[config.mk]
export PLATFORM = sky130hd
export DESIGN_NAME = display_top
export DESIGN_NICKNAME = d
export VERILOG_FILES = /design/src/common/disp_pkg.sv /design/src/design/bus_slave_fsm.sv /design/src/design/scan_timer.sv /design/src/display/display_regs.sv /design/src/display/seg_scanner.sv /design/src/design/display_top.sv
export SDC_FILE = /design/constraint.sdc
export NUM_CORES = 1
export LEC_CHECK = 0
export ABC_CLOCK_PERIOD_IN_PS = 3600
export BUFFER_PORTS_ARGS = -buffer_cell sky130_fd_sc_hd__buf_2
export CORE_AREA = 2 2 107 109
export DETAILED_ROUTE_END_ITERATION = 16
export DIE_AREA = 0 0 109 111
export GPL_ROUTABILITY_DRIVEN = 0
export PLACE_DENSITY = 0.79
export SYNTH_ARGS = -nofsm -noshare
export SYNTH_HDL_FRONTEND = slang
export SYNTH_SLANG_ARGS = --single-unit
[constraint.sdc]
create_clock -name clk -period 3.6 [get_ports clk]
set_clock_uncertainty 0.1 [all_clocks]
set_input_delay 0.72 -clock clk [delete_from_list [all_inputs] [get_ports clk]]
set_output_delay 0.72 -clock clk [all_outputs]
set_load 0.01 [all_outputs]
[src/common/disp_pkg.sv]
`default_nettype none

package disp_pkg;

  // widths of the display subsystem
  localparam int unsigned word_w  = 32;
  localparam int unsigned addr_w  = 4;
  localparam int unsigned nib_w   = 4;
  localparam int unsigned seg_w   = 7;
  localparam int unsigned led_w   = 16;
  localparam int unsigned digit_w = 3;

  // number of seven-segment digits on the board
  localparam int unsigned num_digits = 8;

  // clock cycles spent on each digit, small for simulation
  localparam int unsigned scan_div = 4;

  typedef logic [word_w-1:0]     word_t;
  typedef logic [addr_w-1:0]     addr_t;
  typedef logic [nib_w-1:0]      nibble_t;

  // active low, bit 6 is segment a down to bit 0 for segment g
  typedef logic [seg_w-1:0]      seg_t;

  // active low, bit i enables digit i
  typedef logic [num_digits-1:0] anode_t;

  typedef logic [led_w-1:0]      led_t;
  typedef logic [digit_w-1:0]    digit_t;

  // register map
  localparam addr_t addr_disp = addr_t'(0);
  localparam addr_t addr_led  = addr_t'(1);

  // request as presented by the MMIO master
  typedef struct packed {
    logic  we;
    addr_t addr;
    word_t wdata;
  } mmio_req_t;

  // single cycle write strobe into the register block
  typedef struct packed {
    logic  en;
    addr_t addr;
    word_t data;
  } reg_wr_t;

  // four-phase slave states
  typedef enum logic {
    idle,
    acked
  } bus_state_e;

endpackage

`default_nettype wire

[src/design/bus_slave_fsm.sv]
`timescale 1ns/1ps
`default_nettype none

module bus_slave_fsm
  import disp_pkg::*;
(
  input  logic      clk,
  input  logic      rst_n,
  input  logic      req,
  input  mmio_req_t mreq,
  input  word_t     rd_word,
  output logic      ack,
  output word_t     rdata,
  output reg_wr_t   wr,
  output addr_t     rd_addr
);

  bus_state_e state_q;
  bus_state_e state_d;
  logic       accept;
  logic       wr_en_q;
  addr_t      wr_addr_q;
  word_t      wr_data_q;

  // request seen for the first time
  assign accept = (state_q == idle) && req;

  always_comb begin
    state_d = state_q;
    case (state_q)
      idle: begin
        if (req)
          state_d = acked;
      end
      acked: begin
        // hold ack until the master lets go of req
        if (!req)
          state_d = idle;
      end
      default: state_d = idle;
    endcase
  end

  always_ff @(posedge clk or negedge rst_n) begin
    if (!rst_n) begin
      state_q <= idle;
      wr_en_q <= 1'b0;
      rdata   <= '0;
    end else begin
      state_q <= state_d;
      // one strobe per transaction, even when req is held long
      wr_en_q <= accept && mreq.we;
      if (accept)
        rdata <= rd_word;
    end
  end

  always_ff @(posedge clk) begin
    if (accept) begin
      wr_addr_q <= mreq.addr;
      wr_data_q <= mreq.wdata;
    end
  end

  assign ack     = (state_q == acked);
  assign wr      = '{en: wr_en_q, addr: wr_addr_q, data: wr_data_q};
  // read path is combinational through the register block
  assign rd_addr = mreq.addr;

  ack_rise_needs_req: assert property (
    @(posedge clk) disable iff (!rst_n) $rose(ack) |-> $past(req));

  wr_strobe_single: assert property (
    @(posedge clk) disable iff (!rst_n) wr.en |=> !wr.en);

  ack_held_with_req: assert property (
    @(posedge clk) disable iff (!rst_n) (ack && req) |=> ack);

endmodule

`default_nettype wire

[src/design/scan_timer.sv]
`timescale 1ns/1ps
`default_nettype none

module scan_timer
  import disp_pkg::*;
#(
  parameter int unsigned div = scan_div
) (
  input  logic clk,
  input  logic rst_n,
  output logic tick
);

  localparam int unsigned cnt_w = (div > 1) ? $clog2(div) : 1;
  localparam logic [cnt_w-1:0] cnt_last = cnt_w'(div - 1);

  logic [cnt_w-1:0] cnt_q;

  // free running, wraps after div cycles
  always_ff @(posedge clk or negedge rst_n) begin
    if (!rst_n) begin
      cnt_q <= '0;
    end else if (cnt_q == cnt_last) begin
      cnt_q <= '0;
    end else begin
      cnt_q <= cnt_q + 1'b1;
    end
  end

  // high in the last cycle of each period
  assign tick = (cnt_q == cnt_last);

  tick_one_cycle: assert property (
    @(posedge clk) disable iff (!rst_n) ((div > 1) && tick) |=> !tick);

endmodule

`default_nettype wire

[src/display/display_regs.sv]
`timescale 1ns/1ps
`default_nettype none

module display_regs
  import disp_pkg::*;
(
  input  logic    clk,
  input  logic    rst_n,
  input  reg_wr_t wr,
  input  addr_t   rd_addr,
  input  logic    debug,
  input  word_t   debug_word,
  output word_t   rd_word,
  output word_t   shown,
  output led_t    led
);

  word_t disp_q;
  led_t  led_q;

  // write decode, unmapped addresses are dropped
  always_ff @(posedge clk or negedge rst_n) begin
    if (!rst_n) begin
      disp_q <= '0;
      led_q  <= '0;
    end else if (wr.en) begin
      case (wr.addr)
        addr_disp: disp_q <= wr.data;
        addr_led:  led_q  <= wr.data[led_w-1:0];
        default: begin
        end
      endcase
    end
  end

  // read mux
  always_comb begin
    case (rd_addr)
      addr_disp: rd_word = disp_q;
      addr_led:  rd_word = word_t'(led_q);
      default:   rd_word = '0;
    endcase
  end

  // debug word overrides the display register
  assign shown = debug ? debug_word : disp_q;

  assign led = led_q;

endmodule

`default_nettype wire

[src/display/seg_scanner.sv]
`timescale 1ns/1ps
`default_nettype none

module seg_scanner
  import disp_pkg::*;
(
  input  logic   clk,
  input  logic   rst_n,
  input  logic   tick,
  input  word_t  shown,
  output anode_t an,
  output seg_t   sev
);

  localparam digit_t digit_last = digit_t'(num_digits - 1);

  digit_t  digit_q;
  nibble_t nib;

  // hex to segments, active low abcdefg
  function automatic seg_t hex_to_seg(input nibble_t value);
    seg_t seg;
    case (value)
      4'h0: seg = 7'b0000001;
      4'h1: seg = 7'b1001111;
      4'h2: seg = 7'b0010010;
      4'h3: seg = 7'b0000110;
      4'h4: seg = 7'b1001100;
      4'h5: seg = 7'b0100100;
      4'h6: seg = 7'b0100000;
      4'h7: seg = 7'b0001111;
      4'h8: seg = 7'b0000000;
      4'h9: seg = 7'b0000100;
      4'ha: seg = 7'b0001000;
      4'hb: seg = 7'b1100000;
      4'hc: seg = 7'b0110001;
      4'hd: seg = 7'b1000010;
      4'he: seg = 7'b0110000;
      4'hf: seg = 7'b0111000;
      default: seg = 7'b0000000;
    endcase
    return seg;
  endfunction

  // digit index, steps once per scan tick
  always_ff @(posedge clk or negedge rst_n) begin
    if (!rst_n) begin
      digit_q <= '0;
    end else if (tick) begin
      if (digit_q == digit_last)
        digit_q <= '0;
      else
        digit_q <= digit_q + 1'b1;
    end
  end

  // digit i pulls anode bit i low
  assign an = ~(anode_t'(1) << digit_q);

  // nibble i sits at bits 4i+3 down to 4i
  assign nib = shown[digit_q*nib_w +: nib_w];

  assign sev = hex_to_seg(nib);

  one_anode_low: assert property (
    @(posedge clk) disable iff (!rst_n) $onehot(~an));

endmodule

`default_nettype wire

[src/design/display_top.sv]
`timescale 1ns/1ps
`default_nettype none

module display_top
  import disp_pkg::*;
(
  input  logic      clk,
  input  logic      rst_n,
  input  logic      req,
  input  mmio_req_t mreq,
  output logic      ack,
  output word_t     rdata,
  input  logic      debug,
  input  word_t     debug_word,
  output anode_t    an,
  output seg_t      sev,
  output led_t      led
);

  reg_wr_t wr;
  addr_t   rd_addr;
  word_t   rd_word;
  word_t   shown;
  logic    tick;

  bus_slave_fsm bus_slave_fsm_i (
    .clk     (clk),
    .rst_n   (rst_n),
    .req     (req),
    .mreq    (mreq),
    .rd_word (rd_word),
    .ack     (ack),
    .rdata   (rdata),
    .wr      (wr),
    .rd_addr (rd_addr)
  );

  display_regs display_regs_i (
    .clk        (clk),
    .rst_n      (rst_n),
    .wr         (wr),
    .rd_addr    (rd_addr),
    .debug      (debug),
    .debug_word (debug_word),
    .rd_word    (rd_word),
    .shown      (shown),
    .led        (led)
  );

  // digit rate
  scan_timer #(
    .div (scan_div)
  ) scan_timer_i (
    .clk   (clk),
    .rst_n (rst_n),
    .tick  (tick)
  );

  seg_scanner seg_scanner_i (
    .clk   (clk),
    .rst_n (rst_n),
    .tick  (tick),
    .shown (shown),
    .an    (an),
    .sev   (sev)
  );

endmodule

`default_nettype wire

Yosys cells after proc, flatten, opt, wreduce, memory -nomap -nowiden
Memory sizes are Yosys's and may differ from the RTL's.
Cells that the tools add are included.

cells by class
  reduce and logical (&&, ||, !) cells = 6
  eq/ne operators = 4
  add/sub/neg operators = 2
  bitwise operators = 2
  muxes and demuxes = 5
  shift operators = 2

operators with widths
  kind                                                  number
  case mux 32 bit (2 select lines)                      1
  2-to-1 mux 32 bit                                     1
  indexed part select 32 x 6 -> 4 bit                   1
  equality test 4 x 1 -> 1 bit (second input constant)  2
  logical NOT 4 bit                                     2
  NOT 8 bit                                             1
  << shifter 1 x 3 -> 8 bit (first input constant)      1
  AND reduction 2 bit                                   2
  adder 3 x 1 -> 3 bit (second input constant)          1
  equality test 3 bit (second input constant)           1
  2-to-1 mux 3 bit                                      1
  adder 2 x 1 -> 2 bit (second input constant)          1
  equality test 2 bit (second input constant)           1
  logical AND 1 bit                                     2
  2-to-1 mux 2 bit                                      1
  2-to-1 mux 1 bit                                      1
  NOT 1 bit                                             1

word-level totals
  input bits = 73
  output and inout port bits = 64
  register bits = 123
  memory bits (read-only) = 112
  memories = 1

memory list
  name              depth  width  rd ports  clocked after Yosys merged registers in  write ports  RTL line           RTL
  (name not given)  16     7      1         0                                        0            seg_scanner.sv:23  case (value)

Logic depth before layout (Yosys ltp)
Gate-level depths: netlist (run 1).

  depth after elaboration = 3
  mapped depth = 10
  gate-level depth less buffers = 8

By module
Synthesis (run 1) repeated with hierarchy kept, for this count alone.

second synthesis, totals
  cell total of the unflattened synthesis = 367
  area, all modules = 5870.6 um^2

by module, submodules not included
  module         instances  area each (um^2)  cells each  sequential area each (um^2)
  bus_slave_fsm  1          2526.2            113         1931.9
  display_regs   1          2508.7            178         1201.2
  seg_scanner    1          769.5             72          75.1
  scan_timer     1          66.3              4           50.0

Worst setup path before layout (run 1)
Ideal clock, no wire load.

  path kind = input to output
  from = input port debug
  to = output port sev[6]
  required time = 2.780 ns
  data arrival time = 2.677 ns
  slack = 0.103 ns
  cell stages on the path = 8
  cells stage by stage = buf_6 -> buf_12 -> mux4_2 -> mux4_2 -> inv_1 -> ha_1 -> inv_1 -> a211oi_1

on the way
  word-level cells in the longest chain between the ends = 3

ends and longest elaborated chain
  what                                 RTL line            RTL
  start: declaration                   display_top.sv:13   input logic debug,
  2-to-1 mux 32 bit                    display_regs.sv:46  assign shown = debug ? debug_word : disp_q;
  indexed part select 32 x 6 -> 4 bit  seg_scanner.sv:61   assign nib = shown[digit_q*nib_w +: nib_w];
  memory read (16 x 7 bit)             -
  end: declaration                     display_top.sv:16   output seg_t sev,

No other way between the ends.

Worst setup path in the final report (run 1)
  from = register seg_scanner_i.digit_q[0]
  to = output port sev[5]

on the way
  word-level cells in the longest chain between the ends = 2

ends and longest elaborated chain
  what                                 RTL line           RTL
  start: declaration                   seg_scanner.sv:17  digit_t digit_q;
  start signal: assignment             seg_scanner.sv:53  digit_q <= digit_q + 1'b1;
  indexed part select 32 x 6 -> 4 bit  seg_scanner.sv:61
  memory read (16 x 7 bit)             -

No other way between the ends.

==> results of run 1 <==
-- worst paths after layout --
check,startpoint,cells after the start,slack (ns),to
max in group asynchronous,rst_n,1,2.21,seg_scanner_i.digit_q[0]
min in group asynchronous,rst_n,1,0.41,bus_slave_fsm_i.rdata[3]
min,scan_timer_i.cnt_q[0],1,0.32,scan_timer_i.cnt_q[0]
min reg2reg,scan_timer_i.cnt_q[0],1,0.32,scan_timer_i.cnt_q[0]
max reg2reg,bus_slave_fsm_i.ack,3,1.72,bus_slave_fsm_i.wr_data_q[25]
max,seg_scanner_i.digit_q[0],8,-0.02,sev[5]
-- logic make-up after synthesis --
| family | synth area share |
|---|---|
| mux | 0.192 |
| compound gates | 0.0421 |
| simple gates | 0.0938 |
| flops | 0.609 |
| fa+ha+maj | 0.0304 |
| xor+xnor | 0.00164 |
| buf+inv | 0.0309 |
-- power by group --
part           switching [mW]  leakage [nW]  total (mW)  internal, mW
Clock                   0.594         0.271        1.69          1.10
Combinational           0.201          1.56       0.404         0.203
Sequential             0.0761          1.48        1.62          1.55
-- placed cells by master, fill, tap and decap left out, drive strengths merged, types with 4 or more instances in the layout --
cell / netlist / layout
a221oi: 16 / 16
buf: 9 / 155
clkbuf: 13 / 20
clkinv: 1 / 4
clkinvlp: 0 / 5
dfrtp: 87 / 87
edfxtp: 36 / 36
ha: 13 / 13
inv: 10 / 11
mux2: 50 / 50
mux2i: 5 / 5
mux4: 17 / 17
nand2: 44 / 44
nand3: 23 / 24
nor2: 35 / 35
-- routing by layer --
metal / vias up / routed length (um)
met1: 1910 / 5370
met2: 175 / 6540
li1: 1715 / -
met4: 0 / 172
met3: 18 / 1130
met5: - / 0
-- repair_timing --
| action | in CTS | in global routing |
|---|---|---|
| cloned | 1 | 0 |
| buffers inserted | 1 | 1 |
| gates resized for setup | 6 | 14 |
| pin swaps | 1 | 1 |
| endpoints found under the setup margin | 7 | 7 |
-- per-stage QoR --
stage               instance area [um2]  setup TNS, ns
floorplan                          5350              0
global placement                   6260        -0.0663
detailed placement                 6260         -0.518
CTS                                6880        -0.0144
global route                       6940         -0.235
finish                             6940        -0.0153
-- worst register-to-register path, stage by stage (launching register included) --
cell and delay [ns]:
dfrtp_1 0.37, nand2b_1 0.43, inv_2 0.30, buf_12 0.32
-- cell type report --
type                       count  area, um2  share of cell area
antenna                        2       5.00            0.000721
clock buffer                  20        447              0.0643
clock inverter                12        148              0.0213
inverter                      11       43.8             0.00631
multi-input combinational    230       2000               0.289
sequential                   123       3260               0.470
tap                          143        179              0.0258
timing repair buffer         155        857               0.123
-- state kept, by name, indices dropped and copies added (netlist names) --
register	flops
display_regs_i.disp_q	32
seg_scanner_i.digit_q	3
bus_slave_fsm_i.ack	1
bus_slave_fsm_i.wr_en_q	1
bus_slave_fsm_i.wr_data_q	32
scan_timer_i.cnt_q	2
bus_slave_fsm_i.rdata	32
display_regs_i.led	16
bus_slave_fsm_i.wr_addr_q	4
==> impl_metrics.py, run 1 <==
metrics = {
    "outcome": {
        "status": "finished, violations left",
        "violations": "negative setup slack",
    },
    "yosys": {
        "yosysTopAreaCell": "dfrtp_1",
        "synth_flop_cell": "dfrtp_1",
        "ys_async_sr_fraction": 0.707,
        "yosys_warnings": 0,
        "synth_fp_nets": 471,
        "ys_seq_elements": 123,
        "avgSynthCellArea_um2": 13.9,
        "synth.most_common_cell": "dfrtp_1",
        "synth_top_area_frac": 0.407,
        "synth_cell_types": 36,
        "synth_area_um2": 5350,
        "yosys-top-cells-area": "dfrtp_1 (41%), edfxtp_1 (20%), mux2_2 (9.5%)",
        "ys_top_cells_by_count": "dfrtp_1 (87), mux2_2 (45), nand2_1 (44), edfxtp_1 (36), nor2_1 (35)",
        "ys_seq_area_frac": 0.609,
        "syn_inst": 385,
        "synth_edf_count": 36,
    },
    "critical_path": {
        "max_stage_delay_ns": 0.57,
        "worst-path-max-fanout": 6,
        "startpoint_type": "register",
        "slowest_stage": "mux4_2",
        "crit_buf_inv": 3,
        "worst-setup-path-type": "reg -> out",
        "required_ns": 2.78,
        "cp.arrival_ns": 2.80,
        "worstSetupEndpointType": "output pin",
        "path_cells": "mux4_2, mux4_2, inv_4, ha_4, inv_2, mux2i_1, a32o_1, buf_2",
        "worst_path_most_repeated_cell": "mux4_2",
        "crit_family": "multiplexers",
    },
    "finish": {
        "postLayoutCoreUtil": 0.627,
        "n_fill_cell": 851,
        "drive_gt1_frac": 0.461,
        "fin_nets": 624,
        "instances_no_fill": 696,
        "syn_to_final_growth_pct": 29.7,
    },
    "global_route": {
        "grtUsageMet2": 0.365,
        "use_met1": 0.290,
        "grtUsageTotal": 0.227,
        "met3_usage": 0.0782,
        "grt.busiest_layer": "met2",
        "antenna_found_initial": 2,
        "grt_pass1_wl_mm": 20.5,
        "grt-ovfl-total": 0,
        "grt_max_degree": 88,
        "grt_pass1_vias": 3947,
    },
    "floorplan": {
        "die_w_um": 109,
        "rows": 39,
        "initial_core_util": 0.483,
        "core_area_um2": 11100,
        "pin_count": 137,
        "die_y_um": 111,
        "dieArea_um2": 12100,
    },
    "flow_run": {
        "drv_cap": 0,
    },
    "pwr": {
        "power_mw": 3.72,
        "cellLeakagePower_nw": 3.30,
        "pwr_density_cell_nw_per_um2": 536,
        "irDropWorstVdd_mv": 0.401,
    },
    "timing": {
        "setup_violations": 1,
        "timing_hold_violations_final": 0,
        "holdWs_ns": 0.322,
        "setup_slack_ns": -0.0153,
        "min_period_ns": 3.62,
        "maxSlewHeadroom": 0.259,
        "min_period_over_period": 1.00,
        "worst_pin_slew_ns": 1.11,
        "rsz0062_at_grt": "yes",
        "slew_violations": 0,
        "fmax_mhz": 277,
    },
    "clocking": {
        "cts.sinks": 123,
        "clockRootBuffer": "clkbuf_16",
        "clk_pin_slew_ns": 0.05,
        "clockBufferDepth": 2,
        "htreeDepth": 4,
        "clk_latency_ns": 0.41,
        "cts_tree": "done",
        "hold_buffers": 0,
        "cts_buffers": 17,
    },
    "drt": {
        "wirelength_mm": 13.2,
        "vias_per_cell": 5.49,
        "postRouteAntennaNets": 0,
        "drcViolationCount": 0,
        "vias": 3818,
        "drtPass1Iterations": 4,
        "drt-initial-drc-count": 277,
        "wl_per_cell_um": 19.0,
    },
    "placement": {
        "io_buffers": 136,
        "placed_cells": 659,
        "place_ws_ns": -0.130,
        "dpl.hpwl_mm": 9.10,
    },
    "min_path": {
        "hp-class": "reg -> reg",
    },
}
Power figures use the tool's default switching activity.
==> run 2: changes to the inputs <==
--- a/config.mk
+++ b/config.mk
@@ -11,7 +11,7 @@
 export DETAILED_ROUTE_END_ITERATION = 16
 export DIE_AREA = 0 0 109 111
 export GPL_ROUTABILITY_DRIVEN = 0
-export PLACE_DENSITY = 0.79
+export PLACE_DENSITY = 0.85
 export SYNTH_ARGS = -nofsm -noshare
 export SYNTH_HDL_FRONTEND = slang
 export SYNTH_SLANG_ARGS = --single-unit
==> impl_metrics.py, run 2 (synthesis gave the netlist of run 1 again) <==
metrics = {
    "critical_path": {
        "worst-setup-path-type": "in -> out",
        "max_stage_delay_ns": 0.54,
        "startpoint_type": "input port",
        "cp.arrival_ns": 2.82,
        "slowest_stage": "mux4_2",
        "crit_family": "multiplexers",
        "r2r-start": "bus_slave_fsm_i.wr_addr_q[2]",
        "worst_r2r_endpoint": "display_regs_i.led[7]",
        "worst-path-max-fanout": 4,
        "worstSetupEndpointType": "output pin",
        "path_cells": "buf_2, buf_12, mux4_2, mux4_2, ha_2, mux2_1, o2bb2ai_1, buf_2",
        "crit_buf_inv": 3,
        "required_ns": 2.78,
        "r2r_cells": 4,
        "reg2reg_slack_ns": 1.77,
    },
    "finish": {
        "syn_to_final_growth_pct": 29.8,
        "mostFrequentLayoutCells": "buf_2 (135), dfrtp_1 (86), mux2_2 (45), nand2_1 (44), edfxtp_1 (36)",
        "n_fill_cell": 827,
        "diodes": 0,
        "reg.largest.list": "bus_slave_fsm_i.rdata x32, bus_slave_fsm_i.wr_data_q x32, display_regs_i.disp_q x32",
        "fin_nets": 624,
        "drive_gt1_frac": 0.466,
        "postLayoutCoreUtil": 0.627,
        "layout_commonest_cell": "buf_2",
    },
    "outcome": {
        "status": "finished, violations left",
        "violations": "negative setup slack",
    },
    "timing": {
        "slew_violations": 0,
        "fmax_mhz": 275,
        "setup_violations": 3,
        "min_period_ns": 3.64,
        "rsz0062_at_grt": "yes",
        "min_period_over_period": 1.01,
        "setup_slack_ns": -0.0418,
        "tns_ns": -0.0612,
        "maxSlewHeadroom": 0.487,
        "timing_hold_violations_final": 0,
        "worst_pin_slew_ns": 0.767,
    },
    "clocking": {
        "cts.sinks": 123,
        "clk_latency_ns": 0.42,
        "clk_pin_slew_ns": 0.06,
        "clockRootBuffer": "clkbuf_16",
        "clockBufferDepth": 2,
        "cts_buffers": 17,
        "cts_tree": "done",
        "htreeDepth": 4,
    },
    "drt": {
        "wl_per_cell_um": 19.6,
        "wirelength_mm": 13.6,
        "drt-initial-drc-count": 243,
        "drtPass1Iterations": 5,
        "postRouteAntennaNets": 0,
        "drcViolationCount": 0,
        "vias": 3765,
        "vias_per_cell": 5.43,
    },
    "global_route": {
        "grt.busiest_layer": "met2",
        "antenna_found_initial": 2,
        "grt_max_degree": 45,
        "met3_usage": 0.0770,
        "grt_pass1_vias": 3952,
        "grt-ovfl-total": 0,
        "grtUsageMet2": 0.381,
        "grtUsageTotal": 0.234,
        "use_met1": 0.292,
        "grt_pass1_wl_mm": 21.0,
    },
    "flow_run": {
        "drv_cap": 0,
    },
    "floorplan": {
        "dieArea_um2": 12100,
        "rows": 39,
        "die_y_um": 111,
        "die_w_um": 109,
        "initial_core_util": 0.483,
        "core_area_um2": 11100,
        "pin_count": 137,
    },
    "min_path": {
        "hp-class": "in -> async",
    },
    "placement": {
        "io_buffers": 136,
        "dpl.hpwl_mm": 9.39,
    },
    "pwr": {
        "irDropWorstVdd_mv": 0.361,
        "pwr_density_cell_nw_per_um2": 538,
        "cellLeakagePower_nw": 3.31,
    },
}
[run 2: worst max-delay path by stage]
| stage | startpoint | depth (start not counted) | end | slack (ns) |
|---|---|---|---|---|
| detailed placement | debug | 10 | sev[1] | -0.08 |
| global placement | debug | 10 | sev[5] | 0.02 |
| floorplan | debug | 8 | sev[6] | 0.10 |
| finish | debug | 8 | sev[1] | -0.04 |
| global route | seg_scanner_i.digit_q[0] | 7 | sev[3] | -0.07 |
| CTS | seg_scanner_i.digit_q[0] | 6 | sev[1] | -0.02 |
[run 2: timing repair]
item	4_1_cts	5_1_grt
gates cloned	0	1
hold buffers	0	0
resized for setup	13	8
buffers inserted	0	1
pin swaps	0	2
endpoints found under the setup margin	6	7
[run 2: routing by layer]
layer,up-vias,routed length (um)
li1,1721,-
met1,1869,5490
met2,159,6850
met3,16,1090
met4,0,161
met5,-,0
[run 2: final cells by class]
type	count	area [um2]	area share
well taps	143	179	0.0258
multi-input cells	230	2010	0.290
clock inverters	12	146	0.0211
flip-flops and latches	123	3260	0.469
inverters	11	46.3	0.00667
clock buffers	20	447	0.0643
repair buffers	155	855	0.123
[run 2: where the power goes]
part	switching, mW	leakage, nW	internal, mW
Combinational	0.208	1.56	0.207
Sequential	0.0737	1.48	1.55
Clock	0.604	0.278	1.10
[run 2: metrics by stage]
step	instances	worst slack, ns	cell area (um2)	hold slack (ns)	power (mW)
after global routing	694	-0.0720	6940	0.143	3.87
after detailed placement	660	-0.0752	6270	0.337	2.04
final	694	-0.0418	6940	0.116	3.74
after global placement	660	0.0246	6270	0.314	2.01
after floorplan	385	0.103	5350	0.303	1.84
after CTS	692	-0.0231	6890	0.120	3.75
==> run 3: changes to the inputs <==
--- a/config.mk
+++ b/config.mk
@@ -5,11 +5,11 @@
 export SDC_FILE = /design/constraint.sdc
 export NUM_CORES = 1
 export LEC_CHECK = 0
-export ABC_CLOCK_PERIOD_IN_PS = 3600
+export ABC_CLOCK_PERIOD_IN_PS = 3000
 export BUFFER_PORTS_ARGS = -buffer_cell sky130_fd_sc_hd__buf_2
-export CORE_AREA = 2 2 107 109
+export CORE_AREA = 2 2 109 111
 export DETAILED_ROUTE_END_ITERATION = 16
-export DIE_AREA = 0 0 109 111
+export DIE_AREA = 0 0 111 113
 export GPL_ROUTABILITY_DRIVEN = 0
 export PLACE_DENSITY = 0.85
 export SYNTH_ARGS = -nofsm -noshare
==> constraint.sdc (replaced) <==
create_clock -name clk -period 3 [get_ports clk]
set_clock_uncertainty 0.1 [all_clocks]
set_input_delay 0.6 -clock clk [delete_from_list [all_inputs] [get_ports clk]]
set_output_delay 0.6 -clock clk [all_outputs]
set_load 0.01 [all_outputs]
==> impl_metrics.py, run 3 (synthesis gave the netlist of run 1 again) <==
metrics = {
    "pwr": {
        "p_int_mw": 3.39,
        "p_comb_frac": 0.114,
        "seq_power_share": 0.441,
        "power_frac_clock": 0.445,
        "power_mw": 4.41,
        "p_sw_mw": 1.02,
        "cellLeakagePower_nw": 3.35,
        "irDropWorstVdd_mv": 0.407,
        "pwr_density_cell_nw_per_um2": 632,
        "switching_share": 0.232,
    },
    "critical_path": {
        "max_stage_delay_ns": 0.54,
        "crit_family": "multiplexers",
        "required_ns": 2.30,
        "worst-path-max-fanout": 7,
        "crit_cells": 8,
        "worst-setup-path-type": "reg -> out",
        "slowest_stage": "mux4_2",
        "worstSetupEndpointType": "output pin",
        "crit_buf_inv": 3,
        "cp.arrival_ns": 2.76,
        "path_cells": "mux4_2, mux4_2, inv_2, ha_4, inv_2, mux2i_1, a32o_2, buf_6",
        "r2r_cells": 4,
        "startpoint_type": "register",
    },
    "clocking": {
        "clk_latency_ns": 0.41,
        "cts_buffers": 17,
        "hold_buffers": 0,
        "clk_pin_slew_ns": 0.05,
        "htreeDepth": 4,
        "clockRootBuffer": "clkbuf_16",
        "cts.sinks": 123,
        "cts_tree": "done",
        "clockBufferDepth": 2,
    },
    "outcome": {
        "violations": "negative setup slack",
        "status": "finished, violations left",
    },
    "floorplan": {
        "pin_count": 137,
        "dieArea_um2": 12500,
        "die_w_um": 111,
        "initial_core_util": 0.475,
        "core_area_um2": 11300,
        "die_y_um": 113,
        "rows": 39,
    },
    "placement": {
        "placed_cells": 664,
        "io_buffers": 136,
        "dpl.hpwl_mm": 9.25,
    },
    "finish": {
        "syn_to_final_growth_pct": 30.4,
        "mostFrequentLayoutCells": "buf_2 (134), dfrtp_1 (86), mux2_2 (45), nand2_1 (44), edfxtp_1 (36)",
        "fin_nets": 630,
        "drive_gt1_frac": 0.474,
        "reg.largest.list": "bus_slave_fsm_i.rdata x32, bus_slave_fsm_i.wr_data_q x32, display_regs_i.disp_q x32",
        "postLayoutCoreUtil": 0.619,
        "layout_commonest_cell": "buf_2",
        "diodes": 0,
        "instances_no_fill": 700,
    },
    "drt": {
        "drtPass1Iterations": 5,
        "drcViolationCount": 0,
        "wirelength_mm": 13.5,
        "drt-initial-drc-count": 342,
        "vias_per_cell": 5.43,
        "wl_per_cell_um": 19.3,
        "vias": 3802,
        "postRouteAntennaNets": 0,
    },
    "timing": {
        "setup_violations": 7,
        "min_period_over_period": 1.15,
        "slew_violations": 0,
        "tns_ns": -2.75,
        "rsz0062_at_grt": "yes",
        "min_period_ns": 3.46,
        "setup_slack_ns": -0.457,
        "maxSlewHeadroom": 0.463,
        "timing_hold_violations_final": 0,
        "fmax_mhz": 289,
        "worst_pin_slew_ns": 0.803,
    },
    "flow_run": {
        "drv_cap": 0,
    },
    "global_route": {
        "grt_pass1_vias": 4054,
        "grt-ovfl-total": 0,
        "grt_pass1_wl_mm": 21.6,
        "grt_max_degree": 57,
        "antenna_found_initial": 3,
        "grtUsageTotal": 0.225,
    },
    "min_path": {
        "hp-class": "in -> async",
    },
}
## run 3: cell count changes in the layout (fill, tap and decap cells not counted), moves of 2 or more
cell | before | now
clkinvlp_4 | 4 | 0
bufinv_16 | 3 | 1
inv_4 | 2 | 0
clkinv_1 | 2 | 0
clkinv_4 | 0 | 2
inv_2 | 2 | 4
nand3_1 | 20 | 22
clkbuf_1 | 2 | 5
buf_4 | 17 | 23
clkbuf_8 | 1 | 4
## run 3: path summary, 6_finish.rpt
check                                            to  slack, ns                         start
setup reg to reg              display_regs_i.led[6]       1.13  bus_slave_fsm_i.wr_addr_q[2]
setup / recovery                             sev[5]      -0.46      seg_scanner_i.digit_q[0]
min in group clk                bus_slave_fsm_i.ack       0.21                           req
hold / removal                display_regs_i.led[8]       0.15                         rst_n
max in group asynchronous  seg_scanner_i.digit_q[0]       2.00                         rst_n
hold reg to reg               scan_timer_i.cnt_q[0]       0.33         scan_timer_i.cnt_q[0]
## run 3: power by group through the flow
stage | Clock, mW | Combinational (mW) | Sequential [mW]
detailed placement | 0 | 0.486 | 1.97
CTS | 1.99 | 0.501 | 1.94
global route | 2.07 | 0.545 | 1.96
global placement | 0 | 0.465 | 1.96
finish | 1.96 | 0.502 | 1.95
floorplan | 0 | 0.247 | 1.97
## run 3: worst reg2reg max path, delay by kind of cell, from the launching register on
| family | cells | cell delay (ns) |
|---|---|---|
| and+or+nand+nor | 3 | 0.81 |
| DFF | 1 | 0.34 |
| muxes | 1 | 0.49 |
## run 3: through the flow
stage / setup slack [ns] / hold WS [ns] / instance area [um2]
2_1_floorplan: -0.187 / 0.204 / 5390
3_5_place_dp: -0.402 / 0.320 / 6340
5_1_grt: -0.571 / 0.203 / 6980
3_3_place_gp: -0.337 / 0.313 / 6340
6_report: -0.457 / 0.148 / 6980
4_1_cts: -0.460 / 0.168 / 6960
## run 3: repair_timing
action                     CTS  global route
hold endpoints to repair     0             0
gates resized for setup      9             4
setup endpoints to repair    7             7
gates cloned                 1             0
pin swaps                    2             1
buffers inserted             2             1
## run 3: area by class of cell
cell class,instances,area (um2)
sequential,123,3260
fill,851,4300
clock inverter,5,57.6
timing repair buffer,161,915
tap,143,179
clock buffer,27,524
inverter,11,41.3
multi-input combinational,230,2000
## run 3: layer usage
layer | routed length [um] | up-vias | track usage
met5 | 38 | - | 0
met4 | 265 | 6 | 0.0892
met3 | 845 | 25 | 0.0578
met2 | 7110 | 156 | 0.382
met1 | 5250 | 1890 | 0.280
li1 | - | 1725 | -
